## config.mk

```make
export PLATFORM = sky130hd
export DESIGN_NAME = bus_arbiter_flat
export DESIGN_NICKNAME = d
export VERILOG_FILES = /design/src/mem_sub_pkg.sv /design/src/burst_if.sv /design/src/bus_arbiter.sv /design/src/flat_wrapper.sv
export VERILOG_INCLUDE_DIRS = /design/src
export SDC_FILE = /design/constraint.sdc
export NUM_CORES = 1
export LEC_CHECK = 0
export ABC_CLOCK_PERIOD_IN_PS = 1200
export BUFFER_PORTS_ARGS = -buffer_cell sky130_fd_sc_hd__buf_4
export CORE_AREA = 5 5 256 258
export CTS_BUF_LIST = sky130_fd_sc_hd__clkbuf_16
export DETAILED_ROUTE_END_ITERATION = 10
export DIE_AREA = 0 0 261 263
export GPL_TIMING_DRIVEN = 0
export PLACE_DENSITY = 0.3
export SLEW_MARGIN = 20
export SYNTH_ARGS = -nofsm -noshare
export SYNTH_HDL_FRONTEND = slang
export SYNTH_SLANG_ARGS = --single-unit
```

## constraint.sdc

```tcl
create_clock -name clk -period 1.2 [get_ports clk]
set_input_delay 0.06 -clock clk [delete_from_list [all_inputs] [get_ports clk]]
set_output_delay 0.06 -clock clk [all_outputs]
set_load 0.01 [all_outputs]
```

## src/mem_sub_cfg.svh

```systemverilog
`ifndef MEM_SUB_CFG_SVH
`define MEM_SUB_CFG_SVH

// bus and storage geometry
`define MEM_DATA_W       64
`define MEM_ADDR_W       32
`define MEM_DEPTH_WORDS  256

// derived: word index and byte lane count
`define MEM_IDX_W        $clog2(`MEM_DEPTH_WORDS)
`define MEM_BE_W         (`MEM_DATA_W / 8)

`endif

```

## src/mem_sub_pkg.sv

```systemverilog
`default_nettype none

package mem_sub_pkg;

    // channel owner, one-hot style codes
    typedef enum logic [2:0] {
        GNT_NONE = 3'b000,
        GNT_MEMW = 3'b001,
        GNT_MEMR = 3'b010,
        GNT_IF   = 3'b100
    } grant_e;

    typedef enum logic {
        CH_IDLE = 1'b0,
        CH_BUSY = 1'b1
    } chan_state_e;

    // bytes per beat
    typedef enum logic [2:0] {
        SZ_1 = 3'b000,
        SZ_2 = 3'b001,
        SZ_4 = 3'b010,
        SZ_8 = 3'b011
    } size_e;

endpackage

`default_nettype wire

```

## src/burst_if.sv

```systemverilog
`timescale 1ns/1ps
`default_nettype none

`include "mem_sub_cfg.svh"

interface burst_if;
    import mem_sub_pkg::*;

    // request side, held steady until last
    logic                   valid;
    logic [`MEM_ADDR_W-1:0] addr;
    logic [7:0]             len;   // beats minus one
    size_e                  size;
    logic [`MEM_DATA_W-1:0] wdata;

    // response side
    logic                   ready; // one pulse per beat
    logic [`MEM_DATA_W-1:0] rdata;
    logic                   last;

    modport arb (
        output valid, addr, len, size, wdata,
        input  ready, rdata, last
    );

    modport eng (
        input  valid, addr, len, size, wdata,
        output ready, rdata, last
    );

endinterface

`default_nettype wire

```

## src/bus_arbiter.sv

```systemverilog
`timescale 1ns/1ps
`default_nettype none

`include "mem_sub_cfg.svh"

module bus_arbiter (
    input  logic                   clk,
    input  logic                   rst,
    // fetch port
    input  logic                   if_valid_i,
    input  logic [`MEM_ADDR_W-1:0] if_addr_i,
    input  logic [7:0]             if_len_i,
    output logic                   if_ready_o,
    output logic [`MEM_DATA_W-1:0] if_data_o,
    output logic                   if_last_o,
    // data read port
    input  logic                   memr_valid_i,
    input  logic [`MEM_ADDR_W-1:0] memr_addr_i,
    input  logic [7:0]             memr_len_i,
    output logic                   memr_ready_o,
    output logic [`MEM_DATA_W-1:0] memr_data_o,
    output logic                   memr_last_o,
    // data write port
    input  logic                   memw_valid_i,
    input  logic [`MEM_ADDR_W-1:0] memw_addr_i,
    input  logic [7:0]             memw_len_i,
    input  mem_sub_pkg::size_e     memw_size_i,
    input  logic [`MEM_DATA_W-1:0] memw_data_i,
    output logic                   memw_ready_o,
    output logic                   memw_last_o,
    // toward the burst engine
    burst_if.arb                   rd_ch,
    burst_if.arb                   wr_ch
);
    import mem_sub_pkg::*;

    chan_state_e rd_state_q;
    chan_state_e rd_state_d;
    grant_e      rd_owner_q;
    grant_e      rd_owner_d;
    grant_e      wr_owner_q;
    logic        gnt_memr;
    logic        gnt_if;
    logic        gnt_memw;

    // read channel owner, data read beats fetch when both wait
    always_comb begin
        rd_state_d = rd_state_q;
        rd_owner_d = rd_owner_q;
        case (rd_state_q)
            CH_IDLE: begin
                if (memr_valid_i) begin
                    rd_state_d = CH_BUSY;
                    rd_owner_d = GNT_MEMR;
                end else if (if_valid_i) begin
                    rd_state_d = CH_BUSY;
                    rd_owner_d = GNT_IF;
                end
            end
            CH_BUSY: begin
                // burst done, or owner dropped valid
                if ((rd_ch.ready && rd_ch.last) || !rd_ch.valid) begin
                    rd_state_d = CH_IDLE;
                    rd_owner_d = GNT_NONE;
                end
            end
            default: begin
                rd_state_d = CH_IDLE;
                rd_owner_d = GNT_NONE;
            end
        endcase
    end

    always_ff @(posedge clk) begin
        if (rst) begin
            rd_state_q <= CH_IDLE;
            rd_owner_q <= GNT_NONE;
            wr_owner_q <= GNT_NONE;
        end else begin
            rd_state_q <= rd_state_d;
            rd_owner_q <= rd_owner_d;
            wr_owner_q <= memw_valid_i ? GNT_MEMW : GNT_NONE; // write side has one client
        end
    end

    assign gnt_memr = (rd_owner_q == GNT_MEMR);
    assign gnt_if   = (rd_owner_q == GNT_IF);
    assign gnt_memw = (wr_owner_q == GNT_MEMW);

    // owner's request onto the read channel
    assign rd_ch.valid = gnt_memr ? memr_valid_i : (gnt_if ? if_valid_i : 1'b0);
    assign rd_ch.addr  = gnt_memr ? memr_addr_i : (gnt_if ? if_addr_i : '0);
    assign rd_ch.len   = gnt_memr ? memr_len_i : (gnt_if ? if_len_i : '0);
    assign rd_ch.size  = SZ_8;     // reads are whole words
    assign rd_ch.wdata = '0;

    // responses only to the owner
    assign memr_ready_o = gnt_memr & rd_ch.ready;
    assign memr_last_o  = gnt_memr & rd_ch.last;
    assign memr_data_o  = gnt_memr ? rd_ch.rdata : '0;
    assign if_ready_o   = gnt_if & rd_ch.ready;
    assign if_last_o    = gnt_if & rd_ch.last;
    assign if_data_o    = gnt_if ? rd_ch.rdata : '0;

    // write channel gated by its grant
    assign wr_ch.valid  = gnt_memw & memw_valid_i;
    assign wr_ch.addr   = gnt_memw ? memw_addr_i : '0;
    assign wr_ch.len    = gnt_memw ? memw_len_i : '0;
    assign wr_ch.size   = gnt_memw ? memw_size_i : SZ_1;
    assign wr_ch.wdata  = gnt_memw ? memw_data_i : '0;
    assign memw_ready_o = gnt_memw & wr_ch.ready;
    assign memw_last_o  = gnt_memw & wr_ch.last;

endmodule

`default_nettype wire

```

## src/flat_wrapper.sv

```systemverilog
// flat-port wrapper written by rule: the top's interface ports become plain ports
module bus_arbiter_flat import mem_sub_pkg::*;
  (clk, rst, if_valid_i, if_addr_i, if_len_i, if_ready_o, if_data_o, if_last_o, memr_valid_i, memr_addr_i, memr_len_i, memr_ready_o, memr_data_o, memr_last_o, memw_valid_i, memw_addr_i, memw_len_i, memw_size_i, memw_data_i, memw_ready_o, memw_last_o, rd_ch_valid, rd_ch_addr, rd_ch_len, rd_ch_size, rd_ch_wdata, rd_ch_ready, rd_ch_rdata, rd_ch_last, wr_ch_valid, wr_ch_addr, wr_ch_len, wr_ch_size, wr_ch_wdata, wr_ch_ready, wr_ch_rdata, wr_ch_last);
  burst_if rd_ch_i ();
  burst_if wr_ch_i ();
  input  logic clk;
  input  logic rst;
  input  logic if_valid_i;
  input  logic [`MEM_ADDR_W-1:0] if_addr_i;
  input  logic [7:0] if_len_i;
  output logic if_ready_o;
  output logic [`MEM_DATA_W-1:0] if_data_o;
  output logic if_last_o;
  input  logic memr_valid_i;
  input  logic [`MEM_ADDR_W-1:0] memr_addr_i;
  input  logic [7:0] memr_len_i;
  output logic memr_ready_o;
  output logic [`MEM_DATA_W-1:0] memr_data_o;
  output logic memr_last_o;
  input  logic memw_valid_i;
  input  logic [`MEM_ADDR_W-1:0] memw_addr_i;
  input  logic [7:0] memw_len_i;
  input  mem_sub_pkg::size_e memw_size_i;
  input  logic [`MEM_DATA_W-1:0] memw_data_i;
  output logic memw_ready_o;
  output logic memw_last_o;
  output wire logic [$bits(rd_ch_i.valid)-1:0] rd_ch_valid;
  output wire logic [$bits(rd_ch_i.addr)-1:0] rd_ch_addr;
  output wire logic [$bits(rd_ch_i.len)-1:0] rd_ch_len;
  output wire logic [$bits(rd_ch_i.size)-1:0] rd_ch_size;
  output wire logic [$bits(rd_ch_i.wdata)-1:0] rd_ch_wdata;
  input wire logic [$bits(rd_ch_i.ready)-1:0] rd_ch_ready;
  input wire logic [$bits(rd_ch_i.rdata)-1:0] rd_ch_rdata;
  input wire logic [$bits(rd_ch_i.last)-1:0] rd_ch_last;
  output wire logic [$bits(wr_ch_i.valid)-1:0] wr_ch_valid;
  output wire logic [$bits(wr_ch_i.addr)-1:0] wr_ch_addr;
  output wire logic [$bits(wr_ch_i.len)-1:0] wr_ch_len;
  output wire logic [$bits(wr_ch_i.size)-1:0] wr_ch_size;
  output wire logic [$bits(wr_ch_i.wdata)-1:0] wr_ch_wdata;
  input wire logic [$bits(wr_ch_i.ready)-1:0] wr_ch_ready;
  input wire logic [$bits(wr_ch_i.rdata)-1:0] wr_ch_rdata;
  input wire logic [$bits(wr_ch_i.last)-1:0] wr_ch_last;
  assign rd_ch_valid = rd_ch_i.valid;
  assign rd_ch_addr = rd_ch_i.addr;
  assign rd_ch_len = rd_ch_i.len;
  assign rd_ch_size = rd_ch_i.size;
  assign rd_ch_wdata = rd_ch_i.wdata;
  assign rd_ch_i.ready = rd_ch_ready;
  assign rd_ch_i.rdata = rd_ch_rdata;
  assign rd_ch_i.last = rd_ch_last;
  assign wr_ch_valid = wr_ch_i.valid;
  assign wr_ch_addr = wr_ch_i.addr;
  assign wr_ch_len = wr_ch_i.len;
  assign wr_ch_size = wr_ch_i.size;
  assign wr_ch_wdata = wr_ch_i.wdata;
  assign wr_ch_i.ready = wr_ch_ready;
  assign wr_ch_i.rdata = wr_ch_rdata;
  assign wr_ch_i.last = wr_ch_last;
  bus_arbiter u_core (.clk(clk), .rst(rst), .if_valid_i(if_valid_i), .if_addr_i(if_addr_i), .if_len_i(if_len_i), .if_ready_o(if_ready_o), .if_data_o(if_data_o), .if_last_o(if_last_o), .memr_valid_i(memr_valid_i), .memr_addr_i(memr_addr_i), .memr_len_i(memr_len_i), .memr_ready_o(memr_ready_o), .memr_data_o(memr_data_o), .memr_last_o(memr_last_o), .memw_valid_i(memw_valid_i), .memw_addr_i(memw_addr_i), .memw_len_i(memw_len_i), .memw_size_i(memw_size_i), .memw_data_i(memw_data_i), .memw_ready_o(memw_ready_o), .memw_last_o(memw_last_o), .rd_ch(rd_ch_i), .wr_ch(wr_ch_i));
endmodule
```

==> impl_metrics.toml, run 1 <==
[min_path]
min_delay_path_depth = 2
min_path_type = "input port to flip-flop"
hp-start = "memw_valid_i"
holdPathEnd = "u_core.wr_owner_q[0]"

[floorplanning]
row_count = 92
ios = 674
start_util_pct = 4.37
die_w_um = 261
die_area_um2 = 68600
coreArea_um2 = 62700
dieHeight_um = 263

[placement]
place_area_um2 = 8110
dp_cells = 1861
io_buffer_count = 542
dpl.hpwl_um = 24400
place.gp.congestion = 0.784

[worst_setup_path]
timing.rr.start = "u_core.rd_owner_q[1]"
endpoint_kind = "primary output"
crit_fanout = 10
rrSetupSlack_ns = -0.21
ff2ff_path_depth = 6
r2r_end = "u_core.rd_state_q"
cp.required_ns = 1.14
cp-start-kind = "flip-flop"
worst_ep_arrival_time_ns = 1.52
path_class = "flip-flop to primary output"

[finish]
fin_util_pct = 16.7
fin_nets = 1383
multi_input_area_um2 = 2680
fin_area_um2 = 10500
drive_above_1_share_pct = 82.4
stdcell_count = 1904
area_growth_pct = 282
seq_area_um2 = 91.3
n_fill_cell = 7086

[synthesis]
synthCells = 408
synth_edf_count = 0
synth-seq-area-share_pct = 2.92
yosys-top-cells-count = "and2_1, buf_4, a22o_1"
synth_top_area_share_pct = 55.2
synth_warnings = 0
synth.distinct_cells = 21
synth_flop_cell = "dfxtp_1"
synth.most_common_cell = "and2_1"
syn_area_um2 = 2740
yosys.area.top_type = "and2_1"
synth-seq-cells = 4
async_reset_ff_share_pct = 0
synth_area_per_cell_um2 = 6.72
synthTopCellsByArea = "and2_1, buf_4, a22o_1"

[detailed_routing]
drc = 0
viasPerCell = 2.76
routedWlPerCell_um = 15.8
drtIter0Drc = 82
drtAntennaViolNets = 0
dr_total_vias = 5247
drt-pass1-iter-count = 4
wl_um = 30200

[cts]
cts.sinks = 4
root_buffer = "clkbuf_16"
ctsHtreeMaxLevel = 1
clk_latency_ns = 0.25
clkTransAtPathRegs_ns = 0.05
cts_tree = "yes"
ctsLongestPathBuffers = 2
cts_buffers = 3

[sta]
finalCritPeriodShare_pct = 132
period_minus_slack_ns = 1.58
setup_viol = 274
rsz0062_at_grt = "true"
maxSlewViolCount = 0
fmax_ghz = 0.632
finalWorstSetupSlack_ns = -0.382
hold_viol = 0
finClkSkew_ns = 0.0147
fin_tns_setup_ns = -73.00

[pwr]
p_leak_nw = 5.33
irDropWorstVdd_mv = 0.278
p_per_area_nw_per_um2 = 415
power_mw = 4.35

[global_routing]
grt_max_degree = 11
grt_overflow = 0
grt_pass1_wl_um = 38800
antenna_found_initial = 0
grt_pass1_vias = 5622
grtUsageTotal_pct = 7.63

[run_status]
outcome = "complete, but fails checks"
violations = "negative setup slack"

[flow_run]
max_cap_viol_count = 0
## cell type report
type | count | area share, %
Antenna cell | 1 | 0.0239
Buffer | 100 | 9.94
Clock buffer | 3 | 0.716
Inverter | 1 | 0.0358
Multi-Input combinational cell | 365 | 25.6
Sequential cell | 4 | 0.871
Tap cell | 846 | 10.1
Timing Repair Buffer | 584 | 52.8
## metal layers
layer | GRT usage (%) | share of wire (%) | vias up
met1 | 7.24 | 32 | 2376
met5 | 0 | 0 | -
met4 | 1.96 | 2.4 | 0
li1 | - | - | 2455
met2 | 15.3 | 54 | 393
met3 | 2.72 | 11 | 23
## registers in the layout (all words and copies together), names as in the netlist
register and cells:
u_core.wr_owner_q 1, u_core.rd_owner_q 2, u_core.rd_state_q 1
## cell usage in the layout, fill, tap and decap left out, types with 2 or more instances in the layout
cell	count
buf_6	208
dfxtp_4	3
a22o_1	41
clkbuf_16	17
buf_8	26
conb_1	67
buf_12	14
nor2_1	2
and2_4	178
nor2b_4	2
and2_1	64
buf_16	2
buf_4	419
## metrics by stage
step                setup slack (ns)  hold WS, ns
floorplan                     0.0382        0.129
global placement              -0.658        0.316
detailed placement            -0.705        0.322
CTS                           -0.427       0.0518
global route                  -0.450       0.0577
finish                        -0.382       0.0518
## worst max-delay path by stage
stage | startpoint | to | slack [ns]
after floorplan | u_core.rd_owner_q[2] | u_core.rd_state_q | 0.04
after global placement | u_core.wr_owner_q[0] | wr_ch_wdata[10] | -0.66
after detailed placement | u_core.wr_owner_q[0] | wr_ch_wdata[3] | -0.70
after CTS | u_core.rd_owner_q[1] | rd_ch_addr[7] | -0.43
after global routing | u_core.rd_owner_q[2] | if_data_o[50] | -0.45
final | u_core.rd_owner_q[1] | rd_ch_addr[26] | -0.38
## power by group
part	switching (mW)	total, mW	internal (mW)
sequential	0.0121	0.153	0.141
combinational	1.37	3.60	2.23
clock	0.172	0.605	0.434
## critical path, cell delays in order, from the launching register on
cell and delay [ns]:
dfxtp_4 0.36, nor2b_4 0.17, buf_8 0.14, buf_12 0.14
buf_6 0.15, a22o_1 0.17, buf_4 0.13
## cells by family after synthesis
kind of cell,synth area share [%]
other cells,0.274
compound gates,14.3
flops,2.92
simple gates,57.3
buf+inv,25.2
## repair_timing
| action | 4_1_cts | 5_1_grt |
|---|---|---|
| pin swaps | 26 | 63 |
| endpoints found under the setup margin | 286 | 277 |
| gates resized for setup | 372 | 179 |
| cloned | 16 | 7 |
| buffers inserted | 13 | 11 |
| hold buffers | 0 | 0 |
Power figures use the tool's default switching activity.
==> run 2: changes to the inputs <==
--- a/config.mk
+++ b/config.mk
@@ -6,12 +6,12 @@
 export SDC_FILE = /design/constraint.sdc
 export NUM_CORES = 1
 export LEC_CHECK = 0
-export ABC_CLOCK_PERIOD_IN_PS = 1200
+export ABC_CLOCK_PERIOD_IN_PS = 1350
 export BUFFER_PORTS_ARGS = -buffer_cell sky130_fd_sc_hd__buf_4
-export CORE_AREA = 5 5 256 258
+export CORE_AREA = 3 3 265 267
 export CTS_BUF_LIST = sky130_fd_sc_hd__clkbuf_16
 export DETAILED_ROUTE_END_ITERATION = 10
-export DIE_AREA = 0 0 261 263
+export DIE_AREA = 0 0 268 270
 export GPL_TIMING_DRIVEN = 0
 export PLACE_DENSITY = 0.3
 export SLEW_MARGIN = 20
==> constraint.sdc (replaced) <==
create_clock -name clk -period 1.35 [get_ports clk]
set_input_delay 0.0675 -clock clk [delete_from_list [all_inputs] [get_ports clk]]
set_output_delay 0.0675 -clock clk [all_outputs]
set_load 0.01 [all_outputs]
==> run 2 against run 1 <==
  * The run still ends with negative setup slack left
  * Worst hold slack got worse by 0.0028 ns
  * Clock skew fell by 0.013 ns
  * Largest cell class unchanged
  * Total power fell by 10%
  * Sequential share of layout area fell by 0.066 points
  * Design area rose by 2.3%
  * Count of clock-buffer cells in the layout did not move
  * Cell count rose by 2.5%
  * Clock power fell by 23%
  * Highest routed layer unchanged
  * Setup slack improved by 0.17 ns
==> impl_metrics.toml, run 2 (synthesis results as in run 1) <==
[sta]
setup_viol = 240
fmax_ghz = 0.639
maxSlewViolCount = 0
finalCritPeriodShare_pct = 116
fin_tns_setup_ns = -24.44
finClkSkew_ns = 0.00185
rsz0062_at_grt = "true"
hold_viol = 0
finalWorstSetupSlack_ns = -0.215
holdWs_ns = 0.0491
period_minus_slack_ns = 1.56

[placement]
io_buffer_count = 542
dpl.hpwl_um = 24400
dp_cells = 1897
post-place-ws_ns = -0.829
place.gp.congestion = 0.756

[pwr]
pwr-share-clk_pct = 11.9
p_leak_nw = 5.41
p_per_area_nw_per_um2 = 365
p_int_mw = 2.58
share_comb_of_total_power_pct = 84.5
p_sw_mw = 1.34
irDropWorstVdd_mv = 0.312
p_sw_share_pct = 34.1
seqPwrFrac_pct = 3.6

[finish]
fin_nets = 1391
final_cell_mix = "buf_4, buf_6, and2_4"
top_register = "u_core.rd_owner_q"
largest_registers = "u_core.rd_owner_q (2), u_core.rd_state_q (1), u_core.wr_owner_q (1)"
final_common_cell = "buf_4"
largest_register_ffs = 2
area_growth_pct = 291
drive_above_1_share_pct = 81.4
stdcell_count = 1951

[cts]
cts_buffers = 3
cts.sinks = 4
ctsHtreeMaxLevel = 1
cts_tree = "yes"
clk_latency_ns = 0.22
clkTransAtPathRegs_ns = 0.03
ctsLongestPathBuffers = 2
root_buffer = "clkbuf_16"

[floorplanning]
coreArea_um2 = 68300
start_util_pct = 4.01
dieHeight_um = 270
die_area_um2 = 72400
die_w_um = 268
ios = 674
row_count = 96

[flow_run]
max_cap_viol_count = 0

[detailed_routing]
drc = 0
viasPerCell = 2.72
wl_um = 29800
drt-pass1-iter-count = 4
dr_total_vias = 5310
routedWlPerCell_um = 15.3
drtAntennaViolNets = 0
drtIter0Drc = 84

[worst_setup_path]
cp.required_ns = 1.28
cp-start-kind = "flip-flop"
endpoint_kind = "primary output"
worst_ep_arrival_time_ns = 1.50
crit_fanout = 5
path_class = "flip-flop to primary output"

[global_routing]
grt_pass1_wl_um = 38500
grt_overflow = 0
grtUsageTotal_pct = 7.32
antenna_found_initial = 6
grt_pass1_vias = 5649
grt_max_degree = 11

[run_status]
outcome = "complete, but fails checks"
violations = "negative setup slack"

[min_path]
min_path_type = "input port to flip-flop"
==> run 2: worst paths after layout <==
kind                                            from              endpoint  slack [ns]  cells after the start
worst max-delay path            u_core.rd_owner_q[2]         rd_ch_addr[9]       -0.21                      6
worst min-delay path                             rst  u_core.wr_owner_q[0]        0.05                      2
worst max register to register  u_core.rd_owner_q[2]     u_core.rd_state_q        0.01                      5
worst min register to register     u_core.rd_state_q  u_core.rd_owner_q[2]        0.53                      2
==> run 2: final cells by class <==
cell class              count  area [µm²]
fillers                  7728       57600
multi-input cells         365        2650
flip-flops and latches      4        86.3
diodes                      4        10.0
repair buffers            591        5670
plain buffers             101        1120
clock buffers               3        75.1
well taps                 882        1100
inverters                   1        3.75
==> run 2: per-layer routing <==
layer | part of all wire [%] | track usage, % | wire [µm] | vias to the layer above
met5 | 0 | 0 | 0 | -
met4 | 3.6 | 2.83 | 1070 | 0
met3 | 8.7 | 1.59 | 2580 | 33
met2 | 55 | 15.0 | 16200 | 398
met1 | 33 | 6.93 | 9890 | 2398
li1 | - | - | - | 2481
==> run 2: repair_timing <==
| item | in CTS | in global routing |
|---|---|---|
| cloned | 17 | 6 |
| hold buffers | 0 | 0 |
| pin swaps | 59 | 43 |
| resized for setup | 432 | 137 |
| endpoints found under the setup margin | 283 | 274 |
| setup buffers | 18 | 11 |
==> run 2: power by group through the flow <==
stage          Combinational (mW)  Clock, mW  Sequential (mW)
2_1_floorplan               0.892          0            0.134
4_1_cts                      3.10      0.470            0.141
5_1_grt                      3.53      0.482            0.143
6_report                     3.31      0.465            0.141
3_3_place_gp                 2.36          0            0.140
3_5_place_dp                 2.34          0            0.140
==> run 2: worst max-delay path, cell delays in order, from the launching register on <==
cell and delay (ns):
dfxtp_2 0.32, nor2b_2 0.15, buf_6 0.14, buf_12 0.15
clkbuf_16 0.15, a22o_1 0.22, buf_6 0.12
==> run 2: through the flow <==
| step | cell area [µm²] | total power, mW | util [%] |
|---|---|---|---|
| 4_1_cts | 10100 | 3.71 | 14.8 |
| 6_report | 10700 | 3.92 | 15.7 |
| 2_1_floorplan | 2990 | 1.03 | - |
| 5_1_grt | 10700 | 4.16 | 15.7 |
| 3_3_place_gp | 8160 | 2.50 | 11.9 |
| 3_5_place_dp | 8160 | 2.48 | 11.9 |
