### src/mem_sub_cfg.svh
`ifndef MEM_SUB_CFG_SVH
`define MEM_SUB_CFG_SVH

// bus and storage geometry
`define MEM_DATA_W       64
`define MEM_ADDR_W       32
`define MEM_DEPTH_WORDS  256

// derived: word index and byte lane count
`define MEM_IDX_W        $clog2(`MEM_DEPTH_WORDS)
`define MEM_BE_W         (`MEM_DATA_W / 8)

`endif

### src/mem_sub_pkg.sv
`default_nettype none

package mem_sub_pkg;

    // channel owner, one-hot style codes
    typedef enum logic [2:0] {
        GNT_NONE = 3'b000,
        GNT_MEMW = 3'b001,
        GNT_MEMR = 3'b010,
        GNT_IF   = 3'b100
    } grant_e;

    typedef enum logic {
        CH_IDLE = 1'b0,
        CH_BUSY = 1'b1
    } chan_state_e;

    // bytes per beat
    typedef enum logic [2:0] {
        SZ_1 = 3'b000,
        SZ_2 = 3'b001,
        SZ_4 = 3'b010,
        SZ_8 = 3'b011
    } size_e;

endpackage

`default_nettype wire

### src/burst_if.sv
`timescale 1ns/1ps
`default_nettype none

`include "mem_sub_cfg.svh"

interface burst_if;
    import mem_sub_pkg::*;

    // request side, held steady until last
    logic                   valid;
    logic [`MEM_ADDR_W-1:0] addr;
    logic [7:0]             len;   // beats minus one
    size_e                  size;
    logic [`MEM_DATA_W-1:0] wdata;

    // response side
    logic                   ready; // one pulse per beat
    logic [`MEM_DATA_W-1:0] rdata;
    logic                   last;

    modport arb (
        output valid, addr, len, size, wdata,
        input  ready, rdata, last
    );

    modport eng (
        input  valid, addr, len, size, wdata,
        output ready, rdata, last
    );

endinterface

`default_nettype wire

### src/burst_engine.sv
`timescale 1ns/1ps
`default_nettype none

`include "mem_sub_cfg.svh"

module burst_engine (
    input  logic                   clk,
    input  logic                   rst,
    burst_if.eng                   rd_ch,
    burst_if.eng                   wr_ch,
    // memory array ports
    output logic                   mem_rd_en_o,
    output logic [`MEM_IDX_W-1:0]  mem_rd_addr_o,
    input  logic [`MEM_DATA_W-1:0] mem_rd_data_i,
    output logic                   mem_wr_en_o,
    output logic [`MEM_IDX_W-1:0]  mem_wr_addr_o,
    output logic [`MEM_BE_W-1:0]   mem_wr_be_o,
    output logic [`MEM_DATA_W-1:0] mem_wr_data_o
);
    import mem_sub_pkg::*;

    localparam int BE_W = `MEM_BE_W;

    chan_state_e            rd_state_q;
    logic [`MEM_ADDR_W-1:0] rd_addr_q;    // next address to issue
    logic [8:0]             rd_issued_q;  // reads sent to the array
    logic [7:0]             rd_beat_q;    // beats returned
    logic                   rd_pend_q;    // data arrives this cycle

    chan_state_e            wr_state_q;
    logic [`MEM_ADDR_W-1:0] wr_addr_q;
    logic [7:0]             wr_beat_q;
    logic [BE_W-1:0]        wr_be;

    // read side: issue back to back, data comes one cycle later
    assign mem_rd_en_o   = (rd_state_q == CH_BUSY) && rd_ch.valid &&
                           (rd_issued_q <= {1'b0, rd_ch.len});
    assign mem_rd_addr_o = rd_addr_q[`MEM_IDX_W+2:3];
    assign rd_ch.ready   = rd_pend_q && rd_ch.valid; // cancel drops in-flight data
    assign rd_ch.last    = rd_ch.ready && (rd_beat_q == rd_ch.len);
    assign rd_ch.rdata   = mem_rd_data_i;

    always_ff @(posedge clk) begin
        if (rst) begin
            rd_state_q  <= CH_IDLE;
            rd_pend_q   <= 1'b0;
            rd_issued_q <= '0;
            rd_beat_q   <= '0;
        end else begin
            case (rd_state_q)
                CH_IDLE: begin
                    if (rd_ch.valid) begin
                        rd_state_q  <= CH_BUSY;
                        rd_addr_q   <= rd_ch.addr;
                        rd_issued_q <= '0;
                        rd_beat_q   <= '0;
                    end
                end
                CH_BUSY: begin
                    if (!rd_ch.valid || rd_ch.last) begin
                        rd_state_q <= CH_IDLE;
                        rd_pend_q  <= 1'b0;
                    end else begin
                        rd_pend_q <= mem_rd_en_o;
                        if (mem_rd_en_o) begin
                            rd_addr_q   <= rd_addr_q + `MEM_ADDR_W'(8);
                            rd_issued_q <= rd_issued_q + 9'd1;
                        end
                        if (rd_ch.ready) rd_beat_q <= rd_beat_q + 8'd1;
                    end
                end
                default: rd_state_q <= CH_IDLE;
            endcase
        end
    end

    // byte lanes from size and low address bits
    always_comb begin
        case (wr_ch.size)
            SZ_1:    wr_be = BE_W'(8'h01) << wr_addr_q[2:0];
            SZ_2:    wr_be = BE_W'(8'h03) << {wr_addr_q[2:1], 1'b0};
            SZ_4:    wr_be = BE_W'(8'h0f) << {wr_addr_q[2], 2'b00};
            default: wr_be = '1;
        endcase
    end

    // write side: one beat per cycle
    assign mem_wr_en_o   = (wr_state_q == CH_BUSY) && wr_ch.valid;
    assign mem_wr_addr_o = wr_addr_q[`MEM_IDX_W+2:3];
    assign mem_wr_be_o   = wr_be;
    assign mem_wr_data_o = wr_ch.wdata;
    assign wr_ch.ready   = mem_wr_en_o;
    assign wr_ch.last    = mem_wr_en_o && (wr_beat_q == wr_ch.len);
    assign wr_ch.rdata   = '0;

    always_ff @(posedge clk) begin
        if (rst) begin
            wr_state_q <= CH_IDLE;
            wr_beat_q  <= '0;
        end else begin
            case (wr_state_q)
                CH_IDLE: begin
                    if (wr_ch.valid) begin
                        wr_state_q <= CH_BUSY;
                        wr_addr_q  <= wr_ch.addr;
                        wr_beat_q  <= '0;
                    end
                end
                CH_BUSY: begin
                    if (!wr_ch.valid || wr_ch.last) begin
                        wr_state_q <= CH_IDLE;
                    end else begin
                        wr_addr_q <= wr_addr_q + `MEM_ADDR_W'(8); // low bits kept
                        wr_beat_q <= wr_beat_q + 8'd1;
                    end
                end
                default: wr_state_q <= CH_IDLE;
            endcase
        end
    end

endmodule

`default_nettype wire

### src/flat_wrapper.sv
// flat-port wrapper written by rule: the top's interface ports become plain ports
module burst_engine_flat import mem_sub_pkg::*;
  (clk, rst, mem_rd_en_o, mem_rd_addr_o, mem_rd_data_i, mem_wr_en_o, mem_wr_addr_o, mem_wr_be_o, mem_wr_data_o, rd_ch_valid, rd_ch_addr, rd_ch_len, rd_ch_size, rd_ch_wdata, rd_ch_ready, rd_ch_rdata, rd_ch_last, wr_ch_valid, wr_ch_addr, wr_ch_len, wr_ch_size, wr_ch_wdata, wr_ch_ready, wr_ch_rdata, wr_ch_last);
  burst_if rd_ch_i ();
  burst_if wr_ch_i ();
  input  logic clk;
  input  logic rst;
  output logic mem_rd_en_o;
  output logic [`MEM_IDX_W-1:0] mem_rd_addr_o;
  input  logic [`MEM_DATA_W-1:0] mem_rd_data_i;
  output logic mem_wr_en_o;
  output logic [`MEM_IDX_W-1:0] mem_wr_addr_o;
  output logic [`MEM_BE_W-1:0] mem_wr_be_o;
  output logic [`MEM_DATA_W-1:0] mem_wr_data_o;
  input wire logic [$bits(rd_ch_i.valid)-1:0] rd_ch_valid;
  input wire logic [$bits(rd_ch_i.addr)-1:0] rd_ch_addr;
  input wire logic [$bits(rd_ch_i.len)-1:0] rd_ch_len;
  input wire logic [$bits(rd_ch_i.size)-1:0] rd_ch_size;
  input wire logic [$bits(rd_ch_i.wdata)-1:0] rd_ch_wdata;
  output wire logic [$bits(rd_ch_i.ready)-1:0] rd_ch_ready;
  output wire logic [$bits(rd_ch_i.rdata)-1:0] rd_ch_rdata;
  output wire logic [$bits(rd_ch_i.last)-1:0] rd_ch_last;
  input wire logic [$bits(wr_ch_i.valid)-1:0] wr_ch_valid;
  input wire logic [$bits(wr_ch_i.addr)-1:0] wr_ch_addr;
  input wire logic [$bits(wr_ch_i.len)-1:0] wr_ch_len;
  input wire logic [$bits(wr_ch_i.size)-1:0] wr_ch_size;
  input wire logic [$bits(wr_ch_i.wdata)-1:0] wr_ch_wdata;
  output wire logic [$bits(wr_ch_i.ready)-1:0] wr_ch_ready;
  output wire logic [$bits(wr_ch_i.rdata)-1:0] wr_ch_rdata;
  output wire logic [$bits(wr_ch_i.last)-1:0] wr_ch_last;
  assign rd_ch_i.valid = rd_ch_valid;
  assign rd_ch_i.addr = rd_ch_addr;
  assign rd_ch_i.len = rd_ch_len;
  assign rd_ch_i.size = rd_ch_size;
  assign rd_ch_i.wdata = rd_ch_wdata;
  assign rd_ch_ready = rd_ch_i.ready;
  assign rd_ch_rdata = rd_ch_i.rdata;
  assign rd_ch_last = rd_ch_i.last;
  assign wr_ch_i.valid = wr_ch_valid;
  assign wr_ch_i.addr = wr_ch_addr;
  assign wr_ch_i.len = wr_ch_len;
  assign wr_ch_i.size = wr_ch_size;
  assign wr_ch_i.wdata = wr_ch_wdata;
  assign wr_ch_ready = wr_ch_i.ready;
  assign wr_ch_rdata = wr_ch_i.rdata;
  assign wr_ch_last = wr_ch_i.last;
  burst_engine u_core (.clk(clk), .rst(rst), .rd_ch(rd_ch_i), .wr_ch(wr_ch_i), .mem_rd_en_o(mem_rd_en_o), .mem_rd_addr_o(mem_rd_addr_o), .mem_rd_data_i(mem_rd_data_i), .mem_wr_en_o(mem_wr_en_o), .mem_wr_addr_o(mem_wr_addr_o), .mem_wr_be_o(mem_wr_be_o), .mem_wr_data_o(mem_wr_data_o));
endmodule
### config.mk
export PLATFORM = sky130hd
export DESIGN_NAME = burst_engine_flat
export DESIGN_NICKNAME = d
export VERILOG_FILES = /design/src/mem_sub_pkg.sv /design/src/burst_if.sv /design/src/burst_engine.sv /design/src/flat_wrapper.sv
export VERILOG_INCLUDE_DIRS = /design/src
export SDC_FILE = /design/constraint.sdc
export NUM_CORES = 1
export LEC_CHECK = 0
export CORE_AREA = 2 2 197 199
export CTS_CLUSTER_DIAMETER = 80
export CTS_CLUSTER_SIZE = 28
export DETAILED_ROUTE_END_ITERATION = 12
export DIE_AREA = 0 0 199 201
export DONT_BUFFER_PORTS = 1
export PLACE_DENSITY = 0.3
export SLEW_MARGIN = 30
export SYNTH_ARGS = -nofsm -noshare
export SYNTH_HDL_FRONTEND = slang
export SYNTH_SLANG_ARGS = --single-unit
### constraint.sdc
create_clock -name clk -period 2.9 [get_ports clk]
set_input_delay 0.435 -clock clk [delete_from_list [all_inputs] [get_ports clk]]
set_output_delay 0.435 -clock clk [all_outputs]
set_load 0.005 [all_outputs]
==> results of run 1 <==
through the flow:
stage	utilization, %	hold slack (ns)	setup slack, ns	total power, mW	instances
6_report	10.3	0.173	0.449	1.60	906
5_1_grt	10.3	0.151	0.223	1.70	906
4_1_cts	10.3	0.142	0.378	1.66	906
3_5_place_dp	9.80	0.486	0.273	0.887	898
3_3_place_gp	9.80	0.479	0.277	0.889	898
2_1_floorplan	-	0.464	0.389	1.07	585
registers in the layout, summed over array words and instances (netlist names):
signal,cells
u_core.wr_beat_q,8
u_core.rd_state_q,1
u_core.rd_addr_q,8
u_core.rd_issued_q,9
u_core.rd_beat_q,8
u_core.wr_addr_q,11
u_core.wr_state_q,1
u_core.rd_pend_q,1
worst max path at each step:
stage | slack (ns) | startpoint | endpoint
floorplan | 0.39 | rd_ch_len[6] | u_core.rd_addr_q[10]
global placement | 0.28 | rd_ch_len[6] | u_core.rd_addr_q[10]
detailed placement | 0.27 | rd_ch_len[6] | u_core.rd_addr_q[10]
CTS | 0.38 | u_core.rd_issued_q[6] | u_core.rd_addr_q[10]
global route | 0.22 | u_core.rd_issued_q[6] | u_core.rd_addr_q[3]
finish | 0.45 | u_core.rd_issued_q[6] | u_core.rd_addr_q[8]
power breakdown:
part           internal, mW  switching, mW
clock network         0.412          0.318
registers             0.708         0.0184
logic                0.0517         0.0911
cells by family after synthesis:
group	Yosys count
AND/OR/NAND/NOR	114
XOR/XNOR	37
flip-flops	47
other	1
buffers and inverters	232
multiplexers	8
AO/OA/AOI/OAI	70
adder cells (fa/ha/maj)	13
per-layer routing:
layer  share of wire (%)  wire (um)
met1                  32       4010
met2                  43       5380
met3                  15       1940
met4                 9.9       1240
met5                   0          0
layout by cell type (no fill, tap or decap), types with 2 or more instances in the layout:
cell type and n:
sky130_fd_sc_hd__conb_1 64, sky130_fd_sc_hd__nor2_1 37, sky130_fd_sc_hd__a21oi_1 31, sky130_fd_sc_hd__dfxtp_1 28, sky130_fd_sc_hd__xor2_1 23, sky130_fd_sc_hd__inv_1 22, sky130_fd_sc_hd__nand2_1 20, sky130_fd_sc_hd__edfxtp_1 19
sky130_fd_sc_hd__nand3_1 18, sky130_fd_sc_hd__xnor2_1 14, sky130_fd_sc_hd__ha_1 13, sky130_fd_sc_hd__o21ai_0 9, sky130_fd_sc_hd__and3_1 8, sky130_fd_sc_hd__o21bai_1 8, sky130_fd_sc_hd__mux2i_1 5, sky130_fd_sc_hd__nor2b_1 5
sky130_fd_sc_hd__a31oi_1 5, sky130_fd_sc_hd__clkbuf_16 5, sky130_fd_sc_hd__buf_4 5, sky130_fd_sc_hd__nand4_1 4, sky130_fd_sc_hd__and2_1 4, sky130_fd_sc_hd__nand3b_1 4, sky130_fd_sc_hd__mux2_2 3, sky130_fd_sc_hd__nand2b_1 3
sky130_fd_sc_hd__o32ai_1 3, sky130_fd_sc_hd__a22o_2 3, sky130_fd_sc_hd__nor4_1 2, sky130_fd_sc_hd__or2_2 2, sky130_fd_sc_hd__o211ai_1 2
cell type report:
class                      count  area, sq um  share of cell area [%]
multi-input combinational    306         1840                    47.0
sequential                    47         1130                    28.9
tap                          518          648                    16.6
clock buffer                   5          125                    3.20
inverter                      22         82.6                    2.11
clock inverter                 3         46.3                    1.18
timing repair buffer           5         37.5                   0.961
synth_stat cells, drive strengths merged (4+ instances only):
cell type	number
dfxtp	28
o21bai	8
nand3b	4
mux2i	5
nand3	18
xnor2	14
nand2	20
inv	22
buf	204
xor2	23
and3	8
nor2	37
nand4	4
ha	13
a21oi	31
a31oi	5
edfxtp	19
o21ai	10
clkbuf	6
and2	4
nor2b	5
==> metrics.csv, run 1 <==
stage;metric;value;unit
outcome;result of the run;finished clean;
grt;vias in the first global route;2451;
floorplanning;die boundary width;199;um
clocking;number of levels in the clock H-tree;2;
grt;All-Layer GR Usage;6.21;%
yosys;synthesized instance count;522;
yosys;Synth Area in Simple Gates;12.9;%
clocking;hold-fix buffer count after cts;0;
grt;Global Route met1 Usage;5.56;%
detailed_routing;per-cell routed wire length;13.9;um
placement;placer congestion estimate;0.664;
detailed_routing;Routed WL;12.6;mm
floorplanning;area of the core region;38100;sq um
clocking;deepest clock path buffer count;2;
detailed_routing;count of unresolved DRC violations after routing;0;
worst_hold_path;worst hold start;rst;
timing;endpoints failing hold;0;
layout;Layout area overhead;-10.3;%
yosys;count of flip-flops with a built-in enable after synthesis;19;
critical_path;critical path data required time;2.93;ns
yosys;summed instance area of the synthesized netlist;4360;sq um
yosys;multiplexer area fraction after synthesis;1.92;%
detailed_routing;number of iterations in the first detailed-routing pass;4;
worst_hold_path;sink of the worst hold path;u_core.rd_pend_q;
clocking;CTS tree;done;
floorplanning;die area;40000;sq um
grt;number of antenna violations at the first check in global routing;1;
clocking;CTS Root Buffer Type;sky130_fd_sc_hd__clkbuf_16;
clocking;CTS resizes;0;
yosys;area share of the largest cell type after synthesis;34.6;%
critical_path;largest stage delay on the critical path;0.39;ns
timing;total setup violations reported at the end of the flow;0;
critical_path;crit path buf inv count;1;
power;Power per Cell Area;409;nW/um^2
critical_path;cells on worst reg2reg path;8;
flow_run;number of violations of the max-capacitance limit;0;
yosys;xor/xnor share of the synthesized area;7.44;%
critical_path;internal reg-to-reg setup slack;0.45;ns
layout;antenna fix cells;0;
yosys;most area-hungry cell type in the Yosys netlist;sky130_fd_sc_hd__buf_4;
critical_path;endpoint of the worst register-to-register path;u_core.rd_addr_q[8];
critical_path;Crit Reg-Reg Startpoint;u_core.rd_issued_q[6];
timing;transition time at the pin with the least slew margin;0.861;ns
yosys;sequential cell area fraction in the yosys report;26.0;%
critical_path;CP Data Arrival Time;2.48;ns
grt;met2 Usage GRT;9.08;%
detailed_routing;number of nets with antenna violations after routing;0;
yosys;FFs w/ async S/R, synth;0;%
worst_hold_path;number of cells on the worst hold path;1;
critical_path;Stages on worst setup path;8;
critical_path;CP Launch Type;flop;
detailed_routing;total vias in the final route;2554;
yosys;number of warnings reported in the yosys synthesis log;0;
yosys;post-synthesis compound-gate area fraction;10.6;%
clocking;number of buffers added by the clock tree synthesis step;5;
power;peak supply drop;194;uV
critical_path;CP most frequent cell;sky130_fd_sc_hd__a21oi_1;
critical_path;CP cell instances;ha_1 > a21o_1 > a211oi_2 > nand3_1 > a21oi_1 > nand2b_1 > a21oi_1 > buf_4;
timing;Final Max Tran Viols;0;
timing;minimum period implied by the final worst setup slack;2.45;ns
critical_path;Setup Crit Path Kind;reg -> reg;
placement;PortBufs;0;
clocking;number of clock sinks;47;
floorplanning;IO Count;504;
yosys;FF+latch count, synth;47;
timing;final worst clock skew;0.0152;ns
grt;global-route met3 utilization;4.32;%
floorplanning;row count;72;
yosys;average footprint of a synthesized cell;8.35;sq um
clocking;Post-CTS Setup Inserts;0;
yosys;flip-flop cell with the highest count after synthesis;sky130_fd_sc_hd__dfxtp_1;
timing;max frequency;408;MHz
yosys;post-synthesis share of cell area spent on full adders, half adders and majority gates;3.73;%
detailed_routing;vias per cell;2.82;
clocking;clock latency on the worst-skew pair;0.32;ns
grt;global-route wire length before repair;17.2;mm
clocking;clock transition at the register clock pins on the worst setup and hold paths after CTS;0.08;ns
critical_path;nature of the critical path endpoint;flop;
yosys;library cells used by synthesis;47;
critical_path;gate family responsible for the most delay along the worst path;compound AO/OA/AOI/OAI gates;
timing;setup TNS;0;ns
timing;setup repair after global routing missed its margin;false;
yosys;top post-synthesis cells by area;sky130_fd_sc_hd__buf_4 35%, sky130_fd_sc_hd__edfxtp_1 13%, sky130_fd_sc_hd__dfxtp_1 13%, sky130_fd_sc_hd__xor2_1 4.6%, sky130_fd_sc_hd__ha_1 3.7%;
detailed_routing;number of design-rule violations left by the first detailed-router iteration;60;
grt;aggregate global routing overflow;0;
placement;DPL Wire Length;10.4;mm
yosys;combinational family with the most area after synthesis;buffers and inverters;
power;leakage power;1.42;nW
worst_hold_path;Min-Delay Path Class;in -> reg;
grt;pin count of the biggest net entering global routing;21;
layout;Total Nets Final;682;
critical_path;highest fanout seen on the critical path;8;
timing;final critical-path share of the clock period;84.5;%
floorplanning;initial standard-cell utilization of the core;11.4;%
critical_path;standard cell with the maximum stage delay on the critical path;sky130_fd_sc_hd__dfxtp_1;
layout;final cell area excluding filler cells;3910;sq um
timing;remaining max-slew budget at the tightest pin;42.5;%
layout;number of fill cells;4413;
placement;Placement Cell Area;3740;sq um
floorplanning;y dimension of the die;201;um
grt;peak-usage layer in the global routing report;met2;
layout;share of final-layout standard cells stronger than drive strength 1;6.70;%
(Power assumes the default switching activity.)
==> inputs of run 2 (changes only) <==
==> constraint.sdc (replaced) <==
create_clock -name clk -period 2.4 [get_ports clk]
set_input_delay 0.36 -clock clk [delete_from_list [all_inputs] [get_ports clk]]
set_output_delay 0.36 -clock clk [all_outputs]
set_load 0.005 [all_outputs]
==> metrics.csv, run 2 (synthesis results as in run 1) <==
stage;metric;value;unit
timing;setup repair after global routing missed its margin;false;
placement;placer congestion estimate;0.675;
critical_path;standard cell with the maximum stage delay on the critical path;sky130_fd_sc_hd__dfxtp_2;
floorplanning;row count;72;
timing;worst setup margin;0.111;ns
grt;number of antenna violations at the first check in global routing;1;
critical_path;Setup Crit Path Kind;reg -> reg;
detailed_routing;routed wl met2;5.63;mm
clocking;deepest clock path buffer count;2;
power;leakage power;1.50;nW
floorplanning;area of the core region;38100;sq um
critical_path;Crit Reg-Reg Startpoint;u_core.rd_issued_q[6];
timing;Post-Route Hold Slack;0.114;ns
detailed_routing;total vias in the final route;2604;
placement;PortBufs;0;
layout;flip-flop count of the largest register after layout;11;
layout;largest registers;u_core.wr_addr_q: 11 flops, u_core.rd_issued_q: 9 flops;
critical_path;nature of the critical path endpoint;flop;
detailed_routing;number of iterations in the first detailed-routing pass;4;
timing;transition time at the pin with the least slew margin;0.798;ns
floorplanning;IO Count;504;
detailed_routing;met1 WL;4.59;mm
clocking;CTS Root Buffer Type;sky130_fd_sc_hd__clkbuf_16;
power;peak supply drop;244;uV
layout;share of final-layout standard cells stronger than drive strength 1;11.0;%
timing;minimum period implied by the final worst setup slack;2.29;ns
grt;vias in the first global route;2488;
power;Power per Cell Area;455;nW/um^2
critical_path;endpoint of the worst register-to-register path;u_core.rd_issued_q[7];
floorplanning;initial standard-cell utilization of the core;11.4;%
critical_path;internal reg-to-reg setup slack;0.11;ns
layout;Total Nets Final;694;
placement;worst-case setup slack after placement;-0.0637;ns
flow_run;number of violations of the max-capacitance limit;0;
detailed_routing;count of unresolved DRC violations after routing;0;
detailed_routing;number of nets with antenna violations after routing;0;
layout;most used cells in the layout excluding fill and tap cells;64 x sky130_fd_sc_hd__conb_1, 37 x sky130_fd_sc_hd__nor2_1, 28 x sky130_fd_sc_hd__a21oi_1;
clocking;clock transition at the register clock pins on the worst setup and hold paths after CTS;0.08;ns
floorplanning;die area;40000;sq um
layout;register with the highest flop count;u_core.wr_addr_q;
clocking;number of levels in the clock H-tree;2;
timing;total setup violations reported at the end of the flow;0;
detailed_routing;Routed WL;13.2;mm
detailed_routing;per-cell routed wire length;14.4;um
clocking;CTS tree;done;
detailed_routing;number of design-rule violations left by the first detailed-router iteration;112;
outcome;result of the run;finished clean;
detailed_routing;vias per cell;2.84;
clocking;hold-fix buffer count after cts;0;
critical_path;cells on worst reg2reg path;8;
critical_path;CP Data Arrival Time;2.50;ns
worst_hold_path;worst hold start;rst;
critical_path;CP cell instances;ha_4 > a21o_1 > a211oi_4 > nand3_4 > buf_6 > and3b_1 > or2_4 > a221o_1;
floorplanning;y dimension of the die;201;um
clocking;number of buffers added by the clock tree synthesis step;5;
detailed_routing;Met3 Wirelength;1.98;mm
clocking;number of clock sinks;47;
layout;Layout area overhead;-6.86;%
critical_path;crit path from;u_core.rd_issued_q[6];
grt;global-route wire length before repair;17.9;mm
timing;remaining max-slew budget at the tightest pin;46.8;%
timing;endpoints failing hold;0;
grt;All-Layer GR Usage;6.43;%
timing;final worst clock skew;0.00786;ns
detailed_routing;highest metal layer with signal wires;met5;
timing;Final Max Tran Viols;0;
layout;antenna fix cells;0;
floorplanning;die boundary width;199;um
critical_path;CP Launch Type;flop;
grt;pin count of the biggest net entering global routing;20;
worst_hold_path;sink of the worst hold path;u_core.rd_pend_q;
grt;aggregate global routing overflow;0;
worst_hold_path;number of cells on the worst hold path;1;
layout;leading cell type in the layout, fill and taps excluded;sky130_fd_sc_hd__conb_1;
timing;max frequency;437;MHz
worst_hold_path;Min-Delay Path Class;in -> reg;
placement;DPL Wire Length;11.0;mm
critical_path;highest fanout seen on the critical path;5;
timing;final critical-path share of the clock period;95.4;%
critical_path;critical path data required time;2.61;ns
clocking;clock latency on the worst-skew pair;0.31;ns
critical_path;largest stage delay on the critical path;0.35;ns
-- run 2: worst max-delay path by stage --
stage                                 end  slack [ns]
floorplan            u_core.rd_addr_q[10]        0.14
global placement      u_core.rd_addr_q[3]       -0.08
detailed placement    u_core.rd_addr_q[5]       -0.06
CTS                           mem_rd_en_o        0.03
global route        u_core.rd_issued_q[7]        0.02
finish              u_core.rd_issued_q[7]        0.11
-- run 2: area by class of cell --
class / instances / area (sq um)
clock buffers: 7 / 143
clock inverters: 1 / 8.76
fillers: 4426 / 34000
inverters: 22 / 82.6
multi-input cells: 306 / 1900
flip-flops and latches: 47 / 1130
well taps: 518 / 648
repair buffers: 17 / 144
-- run 2: through the flow --
step	power [mW]	cell area (sq um)	util, %	std cells	setup TNS [ns]
global route	1.95	4060	10.7	918	0
CTS	1.90	4010	10.5	919	0
detailed placement	1.09	3840	10.1	910	-0.506
floorplan	1.29	4600	-	585	0
global placement	1.09	3840	10.1	910	-0.654
finish	1.85	4060	10.7	918	0
-- run 2: metal layers --
layer | global-route usage [%] | vias up
met1 | 6.28 | 1137
met5 | 0.864 | -
met3 | 4.39 | 63
met4 | 5.28 | 2
li1 | - | 1218
met2 | 9.24 | 184
-- run 2: power breakdown --
group / total, mW / internal [mW] / switching, mW
Sequential: 0.885 / 0.856 / 0.0292
Clock: 0.776 / 0.419 / 0.357
Combinational: 0.185 / 0.0703 / 0.115
-- run 2: timing repair --
item | CTS | global route
endpoints found under the hold margin | 0 | 0
setup buffers | 1 | 0
gates cloned | 0 | 0
pin swaps | 2 | 5
gates resized for setup | 3 | 8
setup endpoints to repair | 1 | 1
-- run 2: worst max-delay path: cells and delay by family, from the launching register on --
| kind | cells | cell delay, ns |
|---|---|---|
| DFF | 1 | 0.35 |
| adders and majority gates | 1 | 0.20 |
| buffers and inverters | 1 | 0.16 |
| and+or+nand+nor | 3 | 0.59 |
| AOI/OAI and AO/OA | 3 | 0.89 |
